==> src/design/trk_cfg_pkg.sv <==
package trk_cfg_pkg;

  // Virtual modules, one match engine each
  localparam int N_VM = 8;
  localparam int VM_W = $clog2(N_VM);

  // Per-VM buffers
  localparam int BUF_DEPTH = 16;
  localparam int IDX_W = $clog2(BUF_DEPTH);
  // Count reaches BUF_DEPTH, so one bit wider than an index
  localparam int CNT_W = IDX_W + 1;

  // Low bits of phi used by the residual cut
  localparam int FINE_W = 5;

  // Matching windows
  localparam int Z_WINDOW = 2;
  localparam int PHI_WINDOW = 3;

  // Candidate FIFO between engine and calculator
  localparam int CFIFO_DEPTH = 4;
  localparam int CF_PTR_W = $clog2(CFIFO_DEPTH);

endpackage

==> src/design/trk_fmt_pkg.sv <==
package trk_fmt_pkg;

  import trk_cfg_pkg::*;

  localparam int PHI_W = 8;
  localparam int Z_W = 8;
  localparam int PROJ_ID_W = 6;
  localparam int BX_W = 3;
  // Signed difference of two fine phi values
  localparam int RES_W = FINE_W + 1;

  // Top VM_W bits of phi select the virtual module
  typedef struct packed {
    logic                 valid;
    logic [PHI_W-1:0]     phi;
    logic [Z_W-1:0]       z;
    logic [PROJ_ID_W-1:0] id;
  } proj_t;

  typedef struct packed {
    logic             valid;
    logic [PHI_W-1:0] phi;
    logic [Z_W-1:0]   z;
  } stub_t;

  // Pair that passed the z cut, waiting for the phi residual cut
  typedef struct packed {
    logic                 valid;
    logic [PROJ_ID_W-1:0] id;
    logic [IDX_W-1:0]     stub_idx;
    logic [FINE_W-1:0]    proj_fine;
    logic [FINE_W-1:0]    stub_fine;
  } cand_t;

  typedef struct packed {
    logic                    valid;
    logic [BX_W-1:0]         bx;
    logic [VM_W-1:0]         vm;
    logic [PROJ_ID_W-1:0]    id;
    logic [IDX_W-1:0]        stub_idx;
    logic signed [RES_W-1:0] res;
  } match_t;

endpackage

==> src/design/vm_router.sv <==
`timescale 1ns/1ps

module vm_router
  import trk_fmt_pkg::*, trk_cfg_pkg::*;
(
  input  logic             clk,
  input  logic             reset,
  input  proj_t            proj_in,
  input  stub_t            stub_in,
  input  logic             done,
  output logic [N_VM-1:0]  proj_we,
  output logic [N_VM-1:0]  stub_we,
  output logic [IDX_W-1:0] proj_widx [N_VM],
  output logic [IDX_W-1:0] stub_widx [N_VM],
  output logic [CNT_W-1:0] proj_cnt [N_VM],
  output logic [CNT_W-1:0] stub_cnt [N_VM]
);

  logic [VM_W-1:0] proj_vm;
  logic [VM_W-1:0] stub_vm;

  // Coarse phi picks the VM
  assign proj_vm = proj_in.phi[PHI_W-1 -: VM_W];
  assign stub_vm = stub_in.phi[PHI_W-1 -: VM_W];

  // Next free slot is the current count, full buffers drop the beat
  always_comb
  begin
    for (int v = 0; v < N_VM; v++)
    begin
      proj_we[v] = proj_in.valid && (proj_vm == VM_W'(v)) && (proj_cnt[v] < BUF_DEPTH);
      stub_we[v] = stub_in.valid && (stub_vm == VM_W'(v)) && (stub_cnt[v] < BUF_DEPTH);
      proj_widx[v] = proj_cnt[v][IDX_W-1:0];
      stub_widx[v] = stub_cnt[v][IDX_W-1:0];
    end
  end

  always_ff @(posedge clk)
  begin
    if (reset || done)
    begin
      for (int v = 0; v < N_VM; v++)
      begin
        proj_cnt[v] <= '0;
        stub_cnt[v] <= '0;
      end
    end
    else
    begin
      for (int v = 0; v < N_VM; v++)
      begin
        if (proj_we[v])
          proj_cnt[v] <= proj_cnt[v] + 1'b1;
        if (stub_we[v])
          stub_cnt[v] <= stub_cnt[v] + 1'b1;
      end
    end
  end

endmodule

==> config.mk <==
export PLATFORM = sky130hd
export DESIGN_NAME = vm_router
export DESIGN_NICKNAME = d
export VERILOG_FILES = /design/src/design/trk_cfg_pkg.sv /design/src/design/trk_fmt_pkg.sv /design/src/design/vm_router.sv
export SDC_FILE = /design/constraint.sdc
export NUM_CORES = 1
export LEC_CHECK = 0
export BUFFER_PORTS_ARGS = -buffer_cell sky130_fd_sc_hd__buf_4
export CAP_MARGIN = 20
export CORE_MARGIN = 2
export CORE_UTILIZATION = 51
export DETAILED_ROUTE_END_ITERATION = 8
export PLACE_DENSITY = 0.92
export SLEW_MARGIN = 20
export SYNTH_ARGS = -nofsm -noshare
export SYNTH_HDL_FRONTEND = slang
export SYNTH_SLANG_ARGS = --single-unit
==> constraint.sdc <==
create_clock -name clk -period 3.82 [get_ports clk]
set_clock_uncertainty 0.05 [all_clocks]
set_input_delay 0.955 -clock clk [delete_from_list [all_inputs] [get_ports clk]]
set_output_delay 0.955 -clock clk [all_outputs]
set_load 0.1 [all_outputs]
==> results.yml <==
hold_path:
  min_path_type: "flip-flop to flip-flop"
route:
  drc_errors: 0
  routed_wl_um: 11100
  drt_first_iter_violations: 148
  first_pass_iters: 4
  drt-wirelength-per-cell_um: 15.4
  viasPerCell: 5.80
  num_vias: 4170
  ant_nets: 0
critical_path:
  cp_data_arrival_time_ns: 2.14
  cp_common_cell: "buf_4"
  required_ns: 2.81
  slowest_delay_ns: 0.53
  worstSetupPathType: "input pin to output pin"
  crit_fanout: 12
  slowest_stage: "or3b_1"
  worst_setup_path_start_kind: "input pin"
  crit_chain: "buf_4, or3b_1, nor2_1, buf_4"
  cp-end-kind: "output pin"
clock_network:
  cts-root-buf: "clkbuf_8"
  ctsResizeCount: 0
  cts.sinks: 80
  cts.path.max_buffers: 2
  cts_tree: "built"
  clk_pin_slew_ns: 0.07
  clk_latency_ns: 0.34
  htree_num_levels: 3
  cts_inserted_buffers: 9
  cts.hold.buffers_added: 0
  post-cts-setup-buffer-count: 0
place:
  gp_congestion: 0.816
  postPlaceCellArea_um2: 5170
  dp.final_hpwl_um: 7860
  port_buffers: 170
  post-place-ws_ns: 0.679
timing:
  hold_violations: 0
  clock.fmax_mhz: 318
  setup_tns_ns: 0
  setup_ws_ns: 0.678
  drv_slew: 0
  fin_crit_ns: 3.14
  timing.slew.headroom_pct: 38.7
  fin_crit_sh_pct: 82.3
  worst_pin_slew_ns: 0.918
  setup_viol: 0
  rsz0062_at_grt: "false"
final_layout:
  nFillCells: 673
  area_delta_synth_final_pct: 24.6
  fin_area_um2: 5390
  layout-drive-gt1-share_pct: 32.1
  layout.nets: 668
  n_antenna_cell: 0
power_and_ir_drop:
  p_leak_nw: 2.37
  power.density_nw_per_um2: 316
  vdd_ir_drop_max_mv: 0.187
  power.total_w: 0.00170
synthesis:
  syn_avg_cell_area_um2: 8.40
  yosys-top-cells-area: "dfxtp_1, buf_4, a21oi_1, ha_1, or3_1"
  synthCells: 515
  yosysUniqueCellTypes: 40
  syn_nets: 574
  synth_edf_count: 0
  async_reset_ff_share_pct: 0
  synth_top_area_share_pct: 37.0
  synth_largest_area_cell: "dfxtp_1"
  netlist_area_um2: 4330
  ys_ff_latch: 80
  netlist_top_cells_count: "dfxtp_1, buf_4, a21oi_1, nor2_1, nand3_1"
  synth_flop_cell: "dfxtp_1"
  synth_most_common_cell: "dfxtp_1"
  ys_seq_area_share_pct: 37.0
  ys.warnings.count: 0
run:
  maxCapViolations: 0
global_routing:
  grt_overflow: 0
  antenna_found_initial: 0
  grtUsageTotal_pct: 23.2
  grt_pass1_wl_um: 17100
  grt_pass1_vias: 3729
  grt_max_degree: 56
die:
  initial_core_util_pct: 52.7
  die_w_um: 96.1
  fp.dieArea_um2: 9240
  ios: 203
  num_rows: 33
  coreArea_um2: 8220
  dieHeight_um: 96.1
status:
  status: "completed"
-- through the flow --
step,instances,hold slack (ns),utilization [%]
finish,719,0.461,65.6
global route,719,0.489,65.6
CTS,719,0.461,65.6
detailed placement,703,0.443,63.0
global placement,703,0.426,63.0
floorplan,515,0.857,-
-- power breakdown --
part | leakage [nW] | total, W | internal [W] | switching [W]
clock network | 0.108 | 0.000684 | 0.000386 | 0.000298
logic | 1.62 | 0.000179 | 0.0000383 | 0.000140
registers | 0.644 | 0.000839 | 0.000836 | 0.00000380
-- worst paths after layout --
kind / start / to / slack, ns / cells after the start
setup / recovery: stub_in[13] / stub_we[0] / 0.68 / 4
hold / removal: proj_cnt[33] / proj_cnt[33] / 0.46 / 2
setup reg to reg: proj_cnt[20] / proj_cnt[22] / 2.36 / 4
hold reg to reg: proj_cnt[33] / proj_cnt[33] / 0.46 / 2
-- critical path: cells and delay by family --
kind,cells,cell delay [ns]
simple gates,2,0.72
buf+inv,2,0.45
-- final cells by class --
cell class / count / area (um2) / area share [%]
Clock buffer: 13 / 149 / 2.76
Clock inverter: 3 / 65.1 / 1.21
Inverter: 7 / 26.3 / 0.487
Multi-Input combinational cell: 340 / 2130 / 39.6
Sequential cell: 80 / 1600 / 29.7
Tap cell: 105 / 131 / 2.44
Timing Repair Buffer: 171 / 1280 / 23.8
-- placed cells by master (no fill, tap or decap), types with 2 or more instances in the layout --
| cell | instances |
|---|---|
| nand3b_1 | 9 |
| nor2_2 | 2 |
| and3_1 | 15 |
| nand2b_1 | 8 |
| dfxtp_1 | 80 |
| or4_1 | 16 |
| o31ai_1 | 14 |
| o31a_1 | 2 |
| buf_4 | 171 |
| inv_1 | 7 |
| nor4_1 | 2 |
| or3_1 | 28 |
| ha_1 | 16 |
| clkbuf_1 | 3 |
| nor3_1 | 2 |
| a31o_2 | 3 |
| nand4b_1 | 2 |
| nand2_1 | 28 |
| mux2i_1 | 15 |
| and3b_1 | 4 |
| nor2b_1 | 3 |
| nor3b_1 | 2 |
| nand3_1 | 33 |
| nand4_1 | 4 |
| or2_2 | 4 |
| nor2_1 | 31 |
| clkbuf_8 | 10 |
| o21ai_0 | 31 |
| bufinv_16 | 2 |
| a21oi_1 | 42 |
| a32o_1 | 6 |
| a31oi_1 | 7 |
-- kinds of logic after synthesis --
| kind of cell | synth area share [%] |
|---|---|
| buffers and inverters | 14.1 |
| flip-flops | 37.0 |
| multiplexers | 3.47 |
| AO/OA/AOI/OAI | 15.1 |
| adder cells (fa/ha/maj) | 4.63 |
| AND/OR/NAND/NOR | 25.7 |
-- per-layer routing --
metal | wire length [um] | share of wire [%] | global-route usage [%]
met4 | 245 | 2.2 | 11.7
met5 | 0 | 0 | 0
met2 | 5490 | 49 | 38.9
met1 | 4630 | 42 | 28.1
met3 | 735 | 6.6 | 4.46
-- state kept, by name, summed over array words and instances (netlist names) --
register  count
stub_cnt     40
proj_cnt     40
Power figures use the tool's default switching activity.
