## src/design/trk_cfg_pkg.sv

```systemverilog
package trk_cfg_pkg;

  // Virtual modules, one match engine each
  localparam int N_VM = 8;
  localparam int VM_W = $clog2(N_VM);

  // Per-VM buffers
  localparam int BUF_DEPTH = 16;
  localparam int IDX_W = $clog2(BUF_DEPTH);
  // Count reaches BUF_DEPTH, so one bit wider than an index
  localparam int CNT_W = IDX_W + 1;

  // Low bits of phi used by the residual cut
  localparam int FINE_W = 5;

  // Matching windows
  localparam int Z_WINDOW = 2;
  localparam int PHI_WINDOW = 3;

  // Candidate FIFO between engine and calculator
  localparam int CFIFO_DEPTH = 4;
  localparam int CF_PTR_W = $clog2(CFIFO_DEPTH);

endpackage

```

## src/design/trk_fmt_pkg.sv

```systemverilog
package trk_fmt_pkg;

  import trk_cfg_pkg::*;

  localparam int PHI_W = 8;
  localparam int Z_W = 8;
  localparam int PROJ_ID_W = 6;
  localparam int BX_W = 3;
  // Signed difference of two fine phi values
  localparam int RES_W = FINE_W + 1;

  // Top VM_W bits of phi select the virtual module
  typedef struct packed {
    logic                 valid;
    logic [PHI_W-1:0]     phi;
    logic [Z_W-1:0]       z;
    logic [PROJ_ID_W-1:0] id;
  } proj_t;

  typedef struct packed {
    logic             valid;
    logic [PHI_W-1:0] phi;
    logic [Z_W-1:0]   z;
  } stub_t;

  // Pair that passed the z cut, waiting for the phi residual cut
  typedef struct packed {
    logic                 valid;
    logic [PROJ_ID_W-1:0] id;
    logic [IDX_W-1:0]     stub_idx;
    logic [FINE_W-1:0]    proj_fine;
    logic [FINE_W-1:0]    stub_fine;
  } cand_t;

  typedef struct packed {
    logic                    valid;
    logic [BX_W-1:0]         bx;
    logic [VM_W-1:0]         vm;
    logic [PROJ_ID_W-1:0]    id;
    logic [IDX_W-1:0]        stub_idx;
    logic signed [RES_W-1:0] res;
  } match_t;

endpackage

```

## src/design/match_engine.sv

```systemverilog
`timescale 1ns/1ps

module match_engine
  import trk_fmt_pkg::*, trk_cfg_pkg::*;
(
  input  logic             clk,
  input  logic             reset,
  input  logic             start,
  input  proj_t            proj_in,
  input  stub_t            stub_in,
  input  logic             proj_we,
  input  logic             stub_we,
  input  logic [IDX_W-1:0] proj_widx,
  input  logic [IDX_W-1:0] stub_widx,
  input  logic [CNT_W-1:0] proj_cnt,
  input  logic [CNT_W-1:0] stub_cnt,
  input  logic             pop,
  output cand_t            cand,
  output logic             busy
);

  proj_t proj_mem [BUF_DEPTH];
  stub_t stub_mem [BUF_DEPTH];

  logic [CNT_W-1:0] proj_n;
  logic [CNT_W-1:0] stub_n;
  logic [IDX_W-1:0] pi;
  logic [IDX_W-1:0] si;
  logic             walk;
  logic             fresh;
  logic             pair_ok;
  logic             last_proj;
  logic             last_stub;
  logic             stall;

  logic             rd_valid;
  proj_t            proj_rd;
  stub_t            stub_rd;
  logic [IDX_W-1:0] rd_sidx;
  logic signed [Z_W:0] dz;
  logic             z_ok;

  cand_t               fifo_mem [CFIFO_DEPTH];
  cand_t               cand_new;
  logic [CF_PTR_W-1:0] wr_ptr;
  logic [CF_PTR_W-1:0] rd_ptr;
  logic [CF_PTR_W:0]   fifo_cnt;
  logic                push;
  logic                pull;

  always_ff @(posedge clk)
  begin
    if (proj_we)
      proj_mem[proj_widx] <= proj_in;
    if (stub_we)
      stub_mem[stub_widx] <= stub_in;
  end

  // Entries written since the engine last launched
  always_ff @(posedge clk)
  begin
    if (reset)
      fresh <= 1'b0;
    else if (proj_we || stub_we)
      fresh <= 1'b1;
    else if (start && !busy)
      fresh <= 1'b0;
  end

  assign pair_ok = (proj_n != '0) && (stub_n != '0);
  assign last_stub = ({1'b0, si} == stub_n - 1'b1);
  assign last_proj = ({1'b0, pi} == proj_n - 1'b1);
  assign stall = (fifo_cnt == (CF_PTR_W + 1)'(CFIFO_DEPTH));

  // Stub index runs inner and projection index outer
  always_ff @(posedge clk)
  begin
    if (reset)
    begin
      walk <= 1'b0;
      pi <= '0;
      si <= '0;
      proj_n <= '0;
      stub_n <= '0;
    end
    else if (start && !busy)
    begin
      walk <= 1'b1;
      pi <= '0;
      si <= '0;
      // A start with nothing new loaded walks an empty buffer
      proj_n <= fresh ? proj_cnt : '0;
      stub_n <= fresh ? stub_cnt : '0;
    end
    else if (walk && !stall)
    begin
      if (!pair_ok)
        walk <= 1'b0;
      else if (last_stub)
      begin
        si <= '0;
        if (last_proj)
          walk <= 1'b0;
        else
          pi <= pi + 1'b1;
      end
      else
        si <= si + 1'b1;
    end
  end

  // Registered read stage is frozen while the FIFO is full
  always_ff @(posedge clk)
  begin
    if (reset)
      rd_valid <= 1'b0;
    else if (!stall)
      rd_valid <= walk && pair_ok;
  end

  always_ff @(posedge clk)
  begin
    if (!stall)
    begin
      proj_rd <= proj_mem[pi];
      stub_rd <= stub_mem[si];
      rd_sidx <= si;
    end
  end

  assign dz = $signed({1'b0, proj_rd.z}) - $signed({1'b0, stub_rd.z});
  assign z_ok = (dz <= Z_WINDOW) && (dz >= -Z_WINDOW);

  assign push = rd_valid && z_ok && !stall;
  assign pull = pop && cand.valid;

  always_comb
  begin
    cand_new.valid = 1'b1;
    cand_new.id = proj_rd.id;
    cand_new.stub_idx = rd_sidx;
    cand_new.proj_fine = proj_rd.phi[FINE_W-1:0];
    cand_new.stub_fine = stub_rd.phi[FINE_W-1:0];
  end

  always_ff @(posedge clk)
  begin
    if (push)
      fifo_mem[wr_ptr] <= cand_new;
  end

  always_ff @(posedge clk)
  begin
    if (reset)
    begin
      wr_ptr <= '0;
      rd_ptr <= '0;
      fifo_cnt <= '0;
    end
    else
    begin
      if (push)
        wr_ptr <= wr_ptr + 1'b1;
      if (pull)
        rd_ptr <= rd_ptr + 1'b1;
      case ({push, pull})
        2'b10: fifo_cnt <= fifo_cnt + 1'b1;
        2'b01: fifo_cnt <= fifo_cnt - 1'b1;
        default: fifo_cnt <= fifo_cnt;
      endcase
    end
  end

  // Head of FIFO
  always_comb
  begin
    cand = fifo_mem[rd_ptr];
    cand.valid = (fifo_cnt != '0);
  end

  assign busy = walk || rd_valid || (fifo_cnt != '0);

endmodule

```

## config.mk

```make
export PLATFORM = sky130hd
export DESIGN_NAME = match_engine
export DESIGN_NICKNAME = d
export VERILOG_FILES = /design/src/design/trk_cfg_pkg.sv /design/src/design/trk_fmt_pkg.sv /design/src/design/match_engine.sv
export SDC_FILE = /design/constraint.sdc
export NUM_CORES = 1
export LEC_CHECK = 0
export ABC_CLOCK_PERIOD_IN_PS = 4450
export BUFFER_PORTS_ARGS = -buffer_cell sky130_fd_sc_hd__buf_2
export CORE_MARGIN = 2
export CORE_UTILIZATION = 54
export CTS_CLUSTER_SIZE = 20
export DETAILED_ROUTE_END_ITERATION = 8
export GPL_ROUTABILITY_DRIVEN = 0
export PLACE_DENSITY = 0.75
export SETUP_SLACK_MARGIN = 0.05
export SYNTH_ARGS = -nofsm -noshare
export SYNTH_HDL_FRONTEND = slang
export SYNTH_SLANG_ARGS = --single-unit
```

## constraint.sdc

```tcl
create_clock -name clk -period 4.45 [get_ports clk]
set_input_delay 0.6675 -clock clk [delete_from_list [all_inputs] [get_ports clk]]
set_output_delay 0.6675 -clock clk [all_outputs]
set_load 0.01 [all_outputs]
```

==> key figures <==
Die
  – Die Wd: 220.3 um
  – Ports: 86
  – Die area: 48540 um^2
  – Placeable Area: 46360 um^2
  – Initial Utilization: 54.51%
  – Row Count: 79
  – Die Span Y: 220.3 um

Hold path
  – Min-Delay Path Depth: 2
  – Hold worst-path end: proj_n[3]
  – Hold Crit Class: primary input to flip-flop
  – Min-delay src: proj_cnt[3]

Route
  – M1 WL: 20160 um
  – Antenna Nets Post-Route: 0
  – Met2 WL: 25310 um
  – Detail-routed via count per cell: 6.043
  – Met3 Wirelength: 3684 um
  – Post-DR wirelength/cell: 26.33 um
  – Top Metal Used: met5
  – DRC violation count after routing: 0
  – Iteration count of the initial detailed-routing pass: 5
  – Iter 0 DRT Violations: 1191
  – Post-Route WL: 50080 um
  – Via count: 11490

Timing
  – Worst hold slack: 0.2977 ns
  – Final setup vio count: 0
  – FMAX: 268.2 MHz
  – Final setup TNS: 0 ns
  – Worst Tran Pin Value: 1.044 ns
  – Fin crit period: 3.728 ns
  – Final Skew: 0.02055 ns
  – RSZ-0062 raised after global routing: false
  – Final hold violation count: 0
  – Rel. slew slack: 30.31%
  – Final Slew Violations: 0
  – Final period utilization: 83.78%
  – Final WS setup: 0.7220 ns

Synth
  – Post-Syn Area per Cell: 22.54 um^2
  – Unique masters post-synth: 49
  – Adder and majority gate portion of the synthesized area: 1.099%
  – Post-synth net total: 1206
  – Register area share after synthesis: 77.01%
  – Synthesized instance count: 1121
  – Seq cells post-synth: 658
  – Syn Std Cell Area: 25270 um^2
  – Post-Synth XOR/XNOR Area: 0.8318%
  – Largest family of logic cells by synthesized area: multiplexers
  – Async set or reset register ratio after synthesis: 0%
  – Compound-Gate Fraction of Synth Area: 1.228%
  – Post-synth EDFFs: 628
  – Synth warn: 0
  – Post-Synth Simple-Gate Area: 2.500%
  – Synth Flop Type: edfxtp_1
  – Mux contribution to synthesized area: 16.27%

Clock network
  – # Post-CTS Setup Buffers: 0
  – CTS Hold Bufs: 0
  – CTS HTree Levels: 2
  – Root Buffer Master: clkbuf_16
  – Clock Pin Slew Worst Setup and Hold Paths: 0.06 ns
  – Clk sinks: 658
  – Max Root-Sink Buffers: 3
  – PostCTS Resize Cnt: 0
  – Worst-Skew Late Latency: 0.62 ns
  – CTS tree: yes
  – CTS Buf Count: 61

Power and ir drop
  – Pwr/cell area: 427.6 nW/um^2
  – Maximum VDD drop: 0.3483 mV
  – Leak Pwr: 8.892 nW

Layout
  – Layout cells sized above 1: 31.97%
  – Ant diodes: 0
  – Fin area: 28580 um^2
  – Finished Core Util: 61.66%
  – Nets: 1329
  – Most frequent cells in the layout: 628 x edfxtp_1, 180 x mux4_2, 77 x buf_2
  – Synth-to-Final Area Change: 13.12%
  – Most common cell after layout, fill and taps aside: edfxtp_1

Worst setup path
  – Crit end category: flip-flop
  – CP required: 4.98 ns
  – Reg2reg start: stub_rd[0]
  – Critical path origin: stub_rd[0]
  – Register-to-register setup slack: 0.72 ns
  – Max FO, Critical Path: 7
  – WP data arrival: 4.26 ns
  – Reg2Reg Capture Point: fifo_cnt[2]
  – R2R cell count: 14
  – Critical path type: flip-flop to flip-flop
  – Critical path startpoint category: flip-flop

Global routing
  – Number of global-route vias before repair: 11800
  – Largest net degree at the start of global routing: 62
  – Gr usage total: 21.24%
  – First-pass GRT wire length: 74690 um
  – Grt ovf: 0
  – Initial antenna violation count: 3

Run status
  – Status: finished clean

Placement
  – Pre-CTS WS: 0.7375 ns
  – Post-DP HPWL: 27680 um
  – Port Buffers: 77
  – Placed instance area: 26650 um^2

Flow run
  – Max Cap Viol: 0
## registers in the layout (all words and copies together), names as in the netlist, named ones only
signal    count
stub_mem    208
cand_new     16
fifo_cnt      3
stub_n        5
rd_ptr        2
proj_n        5
rd_valid      1
rd_sidx       4
pi            4
si            4
wr_ptr        2
proj_mem    304
proj_rd       8
walk          1
stub_rd       8
fresh         1
fifo_mem     80
## report_power, final
group | total (W) | switching (W) | internal [W]
sequential | 0.00691 | 0.0000343 | 0.00687
clock | 0.00504 | 0.00216 | 0.00288
combinational | 0.000277 | 0.000184 | 0.0000935
total | 0.0122 | 0.00238 | 0.00985
## routing by layer
layer	vias up	global-route usage (%)
li1	4934	-
met1	6040	29.40
met2	442	35.15
met3	71	4.041
met4	6	5.749
met5	-	0
## metrics by stage
step | instances | total power, W
after global placement | 1788 | 0.007290
after CTS | 1902 | 0.01231
after detailed placement | 1788 | 0.007314
final | 1902 | 0.01222
after floorplan | 1121 | 0.007155
after global routing | 1902 | 0.01257
## cell families (layout without fill, tap and decap cells)
group / after synthesis / after routing
flops: 658 / 658
mux: 184 / 184
simple gates: 123 / 123
buf+inv: 68 / 242
compound gates: 43 / 43
xor+xnor: 24 / 24
fa+ha+maj: 21 / 21
## layout make-up
cell class,instances,area [um^2]
Tap cell,607,759.5
Timing Repair Buffer,105,620.6
Clock inverter,29,249.0
Clock buffer,85,1690
Sequential cell,658,19470
Fill cell,3041,17770
Inverter,23,86.33
Multi-Input combinational cell,395,5707
## critical path, stage by stage (launching register included)
cell	delay [ns]
edfxtp_1	0.40
ha_1	0.21
fa_1	0.41
nand2b_1	0.19
a21oi_1	0.23
o21a_1	0.19
o21ai_0	0.08
and4bb_1	0.23
mux2i_4	0.38
ha_1	0.26
inv_1	0.07
fa_1	0.38
xor2_1	0.16
or3_1	0.30
a21oi_1	0.16
## synthesized netlist by cell type (4+ instances only)
cell | instances | area share (%)
a21oi_1 | 8 | 0.16
a22o_1 | 6 | 0.21
buf_1 | 6 | 0.089
buf_2 | 11 | 0.22
clkbuf_1 | 28 | 0.42
dfxtp_1 | 30 | 2.4
edfxtp_1 | 628 | 75
ha_1 | 19 | 0.94
inv_1 | 23 | 0.34
mux4_2 | 180 | 16
nand2_1 | 14 | 0.21
nand2b_1 | 10 | 0.25
nand3b_1 | 5 | 0.15
nand4_1 | 4 | 0.099
nor2_1 | 50 | 0.74
nor2b_1 | 5 | 0.12
nor3_1 | 15 | 0.30
o21ai_0 | 12 | 0.24
xnor2_1 | 14 | 0.49
xor2_1 | 10 | 0.35
## worst max-delay path by stage
stage / to / slack, ns
final: fifo_cnt[2] / 0.72
after global routing: fifo_cnt[2] / 0.56
after CTS: fifo_cnt[2] / 0.74
after detailed placement: fifo_cnt[2] / 0.74
after global placement: fifo_cnt[2] / 0.93
after floorplan: fifo_mem[0][0] / 0.77
Note: power is estimated with default switching activity, not from simulation.
