[src/design/trk_cfg_pkg.sv]
package trk_cfg_pkg;

  // Virtual modules, one match engine each
  localparam int N_VM = 8;
  localparam int VM_W = $clog2(N_VM);

  // Per-VM buffers
  localparam int BUF_DEPTH = 16;
  localparam int IDX_W = $clog2(BUF_DEPTH);
  // Count reaches BUF_DEPTH, so one bit wider than an index
  localparam int CNT_W = IDX_W + 1;

  // Low bits of phi used by the residual cut
  localparam int FINE_W = 5;

  // Matching windows
  localparam int Z_WINDOW = 2;
  localparam int PHI_WINDOW = 3;

  // Candidate FIFO between engine and calculator
  localparam int CFIFO_DEPTH = 4;
  localparam int CF_PTR_W = $clog2(CFIFO_DEPTH);

endpackage

[src/design/trk_fmt_pkg.sv]
package trk_fmt_pkg;

  import trk_cfg_pkg::*;

  localparam int PHI_W = 8;
  localparam int Z_W = 8;
  localparam int PROJ_ID_W = 6;
  localparam int BX_W = 3;
  // Signed difference of two fine phi values
  localparam int RES_W = FINE_W + 1;

  // Top VM_W bits of phi select the virtual module
  typedef struct packed {
    logic                 valid;
    logic [PHI_W-1:0]     phi;
    logic [Z_W-1:0]       z;
    logic [PROJ_ID_W-1:0] id;
  } proj_t;

  typedef struct packed {
    logic             valid;
    logic [PHI_W-1:0] phi;
    logic [Z_W-1:0]   z;
  } stub_t;

  // Pair that passed the z cut, waiting for the phi residual cut
  typedef struct packed {
    logic                 valid;
    logic [PROJ_ID_W-1:0] id;
    logic [IDX_W-1:0]     stub_idx;
    logic [FINE_W-1:0]    proj_fine;
    logic [FINE_W-1:0]    stub_fine;
  } cand_t;

  typedef struct packed {
    logic                    valid;
    logic [BX_W-1:0]         bx;
    logic [VM_W-1:0]         vm;
    logic [PROJ_ID_W-1:0]    id;
    logic [IDX_W-1:0]        stub_idx;
    logic signed [RES_W-1:0] res;
  } match_t;

endpackage

[src/design/match_calc.sv]
`timescale 1ns/1ps

module match_calc
  import trk_fmt_pkg::*, trk_cfg_pkg::*;
(
  input  logic            clk,
  input  logic            reset,
  input  logic            start,
  input  logic [BX_W-1:0] bx,
  input  cand_t           cand [N_VM],
  input  logic [N_VM-1:0] busy,
  output logic [N_VM-1:0] pop,
  output match_t          match_out,
  output logic            done
);

  logic                    run;
  logic [BX_W-1:0]         bx_lat;
  logic [VM_W-1:0]         last_vm;
  logic [VM_W-1:0]         rr_idx;
  logic [VM_W-1:0]         gnt_vm;
  logic                    gnt;
  logic [N_VM-1:0]         cand_valid;
  cand_t                   gnt_cand;
  logic signed [RES_W-1:0] res;
  logic                    phi_ok;
  logic                    finish;

  always_comb
  begin
    for (int v = 0; v < N_VM; v++)
      cand_valid[v] = cand[v].valid;
  end

  // Search starts one past the engine served last
  always_comb
  begin
    gnt = 1'b0;
    gnt_vm = last_vm;
    rr_idx = last_vm;
    for (int k = 1; k <= N_VM; k++)
    begin
      rr_idx = last_vm + VM_W'(k);
      if (!gnt && cand_valid[rr_idx])
      begin
        gnt = 1'b1;
        gnt_vm = rr_idx;
      end
    end
    pop = '0;
    pop[gnt_vm] = gnt;
  end

  assign gnt_cand = cand[gnt_vm];

  // Stub minus projection
  assign res = $signed({1'b0, gnt_cand.stub_fine}) - $signed({1'b0, gnt_cand.proj_fine});
  assign phi_ok = (res <= PHI_WINDOW) && (res >= -PHI_WINDOW);

  // Everything drained and nothing left in the output register
  assign finish = run && (busy == '0) && (cand_valid == '0) && !match_out.valid;

  always_ff @(posedge clk)
  begin
    if (reset)
    begin
      run <= 1'b0;
      done <= 1'b0;
      last_vm <= VM_W'(N_VM - 1);
      match_out <= '0;
    end
    else
    begin
      done <= finish;
      if (finish)
        run <= 1'b0;
      else if (start && !run)
        run <= 1'b1;
      if (gnt)
        last_vm <= gnt_vm;
      match_out.valid <= gnt && phi_ok;
      match_out.bx <= bx_lat;
      match_out.vm <= gnt_vm;
      match_out.id <= gnt_cand.id;
      match_out.stub_idx <= gnt_cand.stub_idx;
      match_out.res <= res;
    end
  end

  always_ff @(posedge clk)
  begin
    if (start && !run)
      bx_lat <= bx;
  end

endmodule

[config.mk]
export PLATFORM = sky130hd
export DESIGN_NAME = match_calc
export DESIGN_NICKNAME = d
export VERILOG_FILES = /design/src/design/trk_cfg_pkg.sv /design/src/design/trk_fmt_pkg.sv /design/src/design/match_calc.sv
export SDC_FILE = /design/constraint.sdc
export NUM_CORES = 1
export LEC_CHECK = 0
export BUFFER_PORTS_ARGS = -buffer_cell sky130_fd_sc_hd__clkbuf_2
export CAP_MARGIN = 20
export CORE_MARGIN = 2
export CORE_UTILIZATION = 48
export DETAILED_ROUTE_END_ITERATION = 8
export PLACE_DENSITY = 0.95
export SETUP_SLACK_MARGIN = 0.4
export SYNTH_ARGS = -nofsm -noshare
export SYNTH_HDL_FRONTEND = slang
export SYNTH_SLANG_ARGS = --single-unit
[constraint.sdc]
create_clock -name clk -period 15.1 [get_ports clk]
set_clock_uncertainty 0.05 [all_clocks]
set_input_delay 0.755 -clock clk [delete_from_list [all_inputs] [get_ports clk]]
set_output_delay 0.755 -clock clk [all_outputs]
set_load 0.01 [all_outputs]
==> impl_metrics.ini, run 1 <==
[yosys]
ys_seq_elements = 31
synthMuxAreaShare = 0.263
ys_seq_area_frac = 0.182
syn_area_per_cell_um2 = 8.66
synth_xor_area_frac = 0.0262
synth-simple-area-share = 0.281
synth_commonest_cells = 71 x nand2_1, 38 x mux2i_1, 28 x dfxtp_1
syn_area_mm2 = 0.00358
synth_compound_area_frac = 0.150
yosys.area.top_type = dfxtp_1
ys_types = 69
synthTopCellsByArea = dfxtp_1 16%, mux2i_1 11%, nand2_1 7.4%
synth_top_area_share = 0.156
ys_warn_count = 0
mappedNetlistNets = 604
synth_edf_count = 3
netlist_instances = 414
synth_top_family_by_area = simple AND/OR/NAND/NOR gates
async_flop_share = 0
synth_fa_ha_area_frac = 0.0300
synth.most_common_cell = nand2_1
synth_ff_type = dfxtp_1

[clock_tree]
post-cts-setup-buffers = 0
htreeDepth = 2
clockRootBuffer = clkbuf_8
clkTransAtPathRegs_ns = 0.07
ctsResizeCount = 0
cts.hold.buffers_added = 0
clk_path_buf_depth = 2
cts_tree = built
clkSinkCount = 31
clk_latency_ns = 0.27
numCtsBuffers = 5

[outcome]
status = complete, no violations

[routing]
dr.first_iter.drc_count = 218
wl_mm = 11.9
drc = 0
first_pass_iters = 6
vias = 4051
routedWlPerCell_um = 16.9
vias_per_cell = 5.72
ant_nets = 0

[global_routing]
grt_first_pass_wirelength_mm = 19.2
gr-total-overflow = 0
grt_antenna_before_repair = 0
grtUsageTotal = 0.286
grt_max_degree = 83
first_global_vias = 3965

[sta]
worst_pin_slew_ns = 1.02
rsz0062_at_grt = false
final_hold_viol_count = 0
relSlewSlack = 0.318
slew_viol_final = 0
clock.fmax_ghz = 0.144
setup_viol = 0
period_needed_ns = 6.95
finalCritPeriodShare = 0.461
setup_tns_ns = 0

[die]
die-area_mm2 = 0.00818
dieWidth_um = 90.4
ioPinCount = 214
die_h_um = 90.4
core-area_mm2 = 0.00725
floorplan.initialDensity = 0.494
num_rows = 31

[layout]
diodes = 0
nNetsFinal = 798
final_cells = 708
register_area_um2 = 651
area_growth_pct = 30.1
layout-drive-gt1-share = 0.448
nFillCells = 618
multi_input_area_mm2 = 0.00270
design_area_mm2 = 0.00466

[worst_hold_path]
hp-class = reg2reg
min_path_cells = 1

[place]
gp_congestion = 1.03
dp_hpwl_mm = 9.54
place_area_mm2 = 0.00457
port_buffers = 213
placedCellCount = 700

[setup_path]
critical-path-max-stage-delay_ns = 0.96
worstSetupEndpointType = flip-flop
crit_fanout = 82
r2r.worst_path.cells = 21
reg2reg_slack_ns = 8.15
start_kind = flip-flop
slowest_stage = dfxtp_1
critical_path_class = reg2reg
cp_cell_sequence = inv_2 > ha_1 > mux4_1 > or2_4 > or3_4 > a211oi_1 > a311oi_1 > a21boi_4 > buf_4 > a211oi_1 > a22oi_1 > and3_1 > ha_1 > nor2b_1 > o21ai_0 > nand2b_1 > a21o_1 > a21o_1 > nor4_1 > a21oi_1 > nor3_1
cp.required_ns = 15.25
cp.arrival_ns = 7.10

[job]
max_cap_viol_count = 0
flip-flops by register name (all words and copies together), names as in the netlist:
register   count
run            1
last_vm        3
done           1
match_out     23
bx_lat         3
per-stage QoR:
step | setup slack, ns | utilization | hold WS, ns
2_1_floorplan | 10.17 | - | 0.379
3_3_place_gp | 8.68 | 0.630 | 0.384
3_5_place_dp | 8.27 | 0.630 | 0.390
4_1_cts | 8.21 | 0.643 | 0.412
5_1_grt | 7.67 | 0.643 | 0.430
6_report | 8.15 | 0.643 | 0.406
per-layer routing:
metal	wire (um)	part of all wire	vias up	global-route usage
met2	6280	0.53	209	0.524
li1	-	-	1927	-
met4	328	0.027	0	0.0872
met3	872	0.073	31	0.0526
met5	0	0	-	0
met1	4450	0.37	1884	0.338
final cells by class:
cell class | instances | area share
clock buffer | 7 | 0.0185
tap | 99 | 0.0266
clock inverter | 1 | 0.00107
multi-input combinational | 349 | 0.578
timing repair buffer | 214 | 0.230
inverter | 7 | 0.00564
sequential | 31 | 0.140
cells by family after synthesis:
family          count (synthesis)
mux                            74
simple gates                  195
compound gates                 63
buf+inv                        34
flops                          31
fa+ha+maj                       8
xor+xnor                        9
worst max-delay path, delay by kind of cell, from the launching register on:
family / cells / cell delay [ns]
simple gates: 7 / 1.56
compound gates: 9 / 1.73
buf+inv: 2 / 0.97
flops: 1 / 0.96
fa+ha+maj: 2 / 1.08
mux: 1 / 0.47
layout by cell type (no fill, tap or decap), drive strengths merged, types with 7 or more instances in the layout:
cell type | Yosys | routed
nand2b | 12 | 12
nor2b | 12 | 12
nand2 | 73 | 73
nor3 | 11 | 11
clkbuf | 4 | 220
inv | 7 | 7
dfxtp | 28 | 28
nor2 | 26 | 26
mux2 | 23 | 23
ha | 7 | 7
o221ai | 10 | 10
a32oi | 9 | 9
mux2i | 39 | 39
a22oi | 13 | 13
nand3 | 20 | 20
mux4 | 12 | 12
nand3b | 10 | 10
final timing paths:
check	start	to
setup / recovery	last_vm[0]	match_out[22]
hold / removal	bx_lat[1]	match_out[20]
setup reg to reg	last_vm[0]	match_out[22]
hold reg to reg	bx_lat[1]	match_out[20]
Power of run 1 is not shown: default switching activity piles up to over one toggle a cycle in this logic, so the estimate is an artifact.
==> inputs of run 2 (changes only) <==
CORE_UTILIZATION = 41   (was 48)
PLACE_DENSITY = 0.9   (was 0.95)
clock period = 5.8 ns   (was 15.1 ns; I/O delays follow)
==> run 2 against run 1 <==
  * Wire length rose by 8.8%
  * Clock-buffer cell count did not move
  * Flip-flop and latch count did not move
  * Fmax rose by 32%
  * Largest cell class unchanged
==> impl_metrics.ini, run 2 (synthesis results as in run 1) <==
[outcome]
status = complete, no violations

[global_routing]
grt_first_pass_wirelength_mm = 19.3
gr-total-overflow = 0
grtUsageTotal = 0.245
grt_max_degree = 67
grt_antenna_before_repair = 0
first_global_vias = 4122

[layout]
final_core_util = 0.582
area_growth_pct = 39.6
design_area_mm2 = 0.00500
layout-drive-gt1-share = 0.489
multi_input_area_mm2 = 0.00285
final_cell_mix = 213 x clkbuf_2, 71 x nand2_1, 38 x mux2i_1, 27 x dfxtp_1, 24 x nor2_1
largest_reg_flops = 23
register_area_um2 = 652
reg.largest.list = match_out (23), bx_lat (3), last_vm (3)
diodes = 0
regMostFlops = match_out
final_common_cell = clkbuf_2
nNetsFinal = 819
nFillCells = 768

[routing]
wl_mm = 13.0
dr.first_iter.drc_count = 313
first_pass_iters = 5
drc = 0
vias_per_cell = 5.84
routedWlPerCell_um = 17.6
vias = 4310
ant_nets = 0

[job]
max_cap_viol_count = 0

[worst_hold_path]
hp-class = in2reg
min_path_cells = 1
worstHoldStart = bx[1]

[clock_tree]
clk_path_buf_depth = 2
clockRootBuffer = clkbuf_8
numCtsBuffers = 5
clkSinkCount = 31
cts_tree = built
clkTransAtPathRegs_ns = 0.07
htreeDepth = 2
clk_latency_ns = 0.27

[sta]
slew_viol_final = 0
clock.fmax_ghz = 0.190
rsz0062_at_grt = false
final_hold_viol_count = 0
setup_viol = 0
finalCritPeriodShare = 0.906
relSlewSlack = 0.514
period_needed_ns = 5.26
worst_pin_slew_ns = 0.711
setup_tns_ns = 0
fin_ws_ns = 0.544

[setup_path]
slowest_stage = mux4_2
start_kind = flip-flop
r2r.worst_path.cells = 24
critical_path_class = reg2reg
cp_top_family = compound AO/OA/AOI/OAI gates
crit-reg2reg-launch = last_vm[0]
crit_fanout = 10
critical-path-max-stage-delay_ns = 0.52
cp.required_ns = 5.95
crit_buf_inv = 5
cp.depth = 24
cp_cell_sequence = inv_2 > ha_4 > buf_6 > mux2i_1 > mux4_2 > a32oi_4 > buf_4 > nor3_4 > a311oi_2 > buf_4 > a21bo_2 > nand2_1 > nand3b_1 > nand3_1 > ha_1 > fa_1 > inv_1 > a21o_1 > a21oi_1 > xor2_1 > nand2_1 > nor2_1 > a21oi_1 > nor3_1
worstSetupEndpointType = flip-flop
cp.arrival_ns = 5.40
cp-startpoint = last_vm[0]

[die]
floorplan.initialDensity = 0.417
die-area_mm2 = 0.00951
num_rows = 34
dieWidth_um = 97.5
core-area_mm2 = 0.00859
ioPinCount = 214
die_h_um = 97.5

[place]
port_buffers = 213
post-place-ws_ns = 0.155
place_area_mm2 = 0.00465
gp_congestion = 0.962
dp_hpwl_mm = 9.62
-- run 2: worst reg2reg max path: cells and delay by family (launching register included) --
family | cells | cell delay (ns)
fa+ha+maj | 3 | 1.02
buf+inv | 5 | 0.77
compound gates | 6 | 1.33
mux | 2 | 0.64
simple gates | 7 | 0.73
flops | 1 | 0.36
xor+xnor | 1 | 0.29
-- run 2: worst paths after layout --
path,endpoint,slack [ns]
max,match_out[22],0.54
min,bx_lat[1],0.14
max reg2reg,match_out[22],0.54
min reg2reg,match_out[20],0.41
-- run 2: final cells by class --
cell class | count | share of cell area
multi-input cells | 353 | 0.569
repair buffers | 231 | 0.250
inverters | 7 | 0.00525
flip-flops and latches | 31 | 0.130
clock inverters | 1 | 0.00100
well taps | 108 | 0.0270
clock buffers | 7 | 0.0173
-- run 2: what timing repair did --
| item | in CTS | in global routing |
|---|---|---|
| setup endpoints to repair | 2 | 1 |
| buffers inserted | 0 | 9 |
| pin swaps | 0 | 8 |
| gates cloned | 0 | 5 |
| resized for setup | 6 | 19 |
| hold buffers | 0 | 0 |
-- run 2: through the flow --
stage	instances	hold slack (ns)
after CTS	724	0.128
final	738	0.142
after global routing	738	0.123
after detailed placement	716	0.405
after global placement	716	0.382
after floorplan	414	0.339
-- run 2: metal layers --
metal	track usage	wire length, um
met5	0	0
met2	0.439	6500
met3	0.0475	1370
met1	0.287	4730
met4	0.0940	388
Power of run 2 is left out for the same reason.
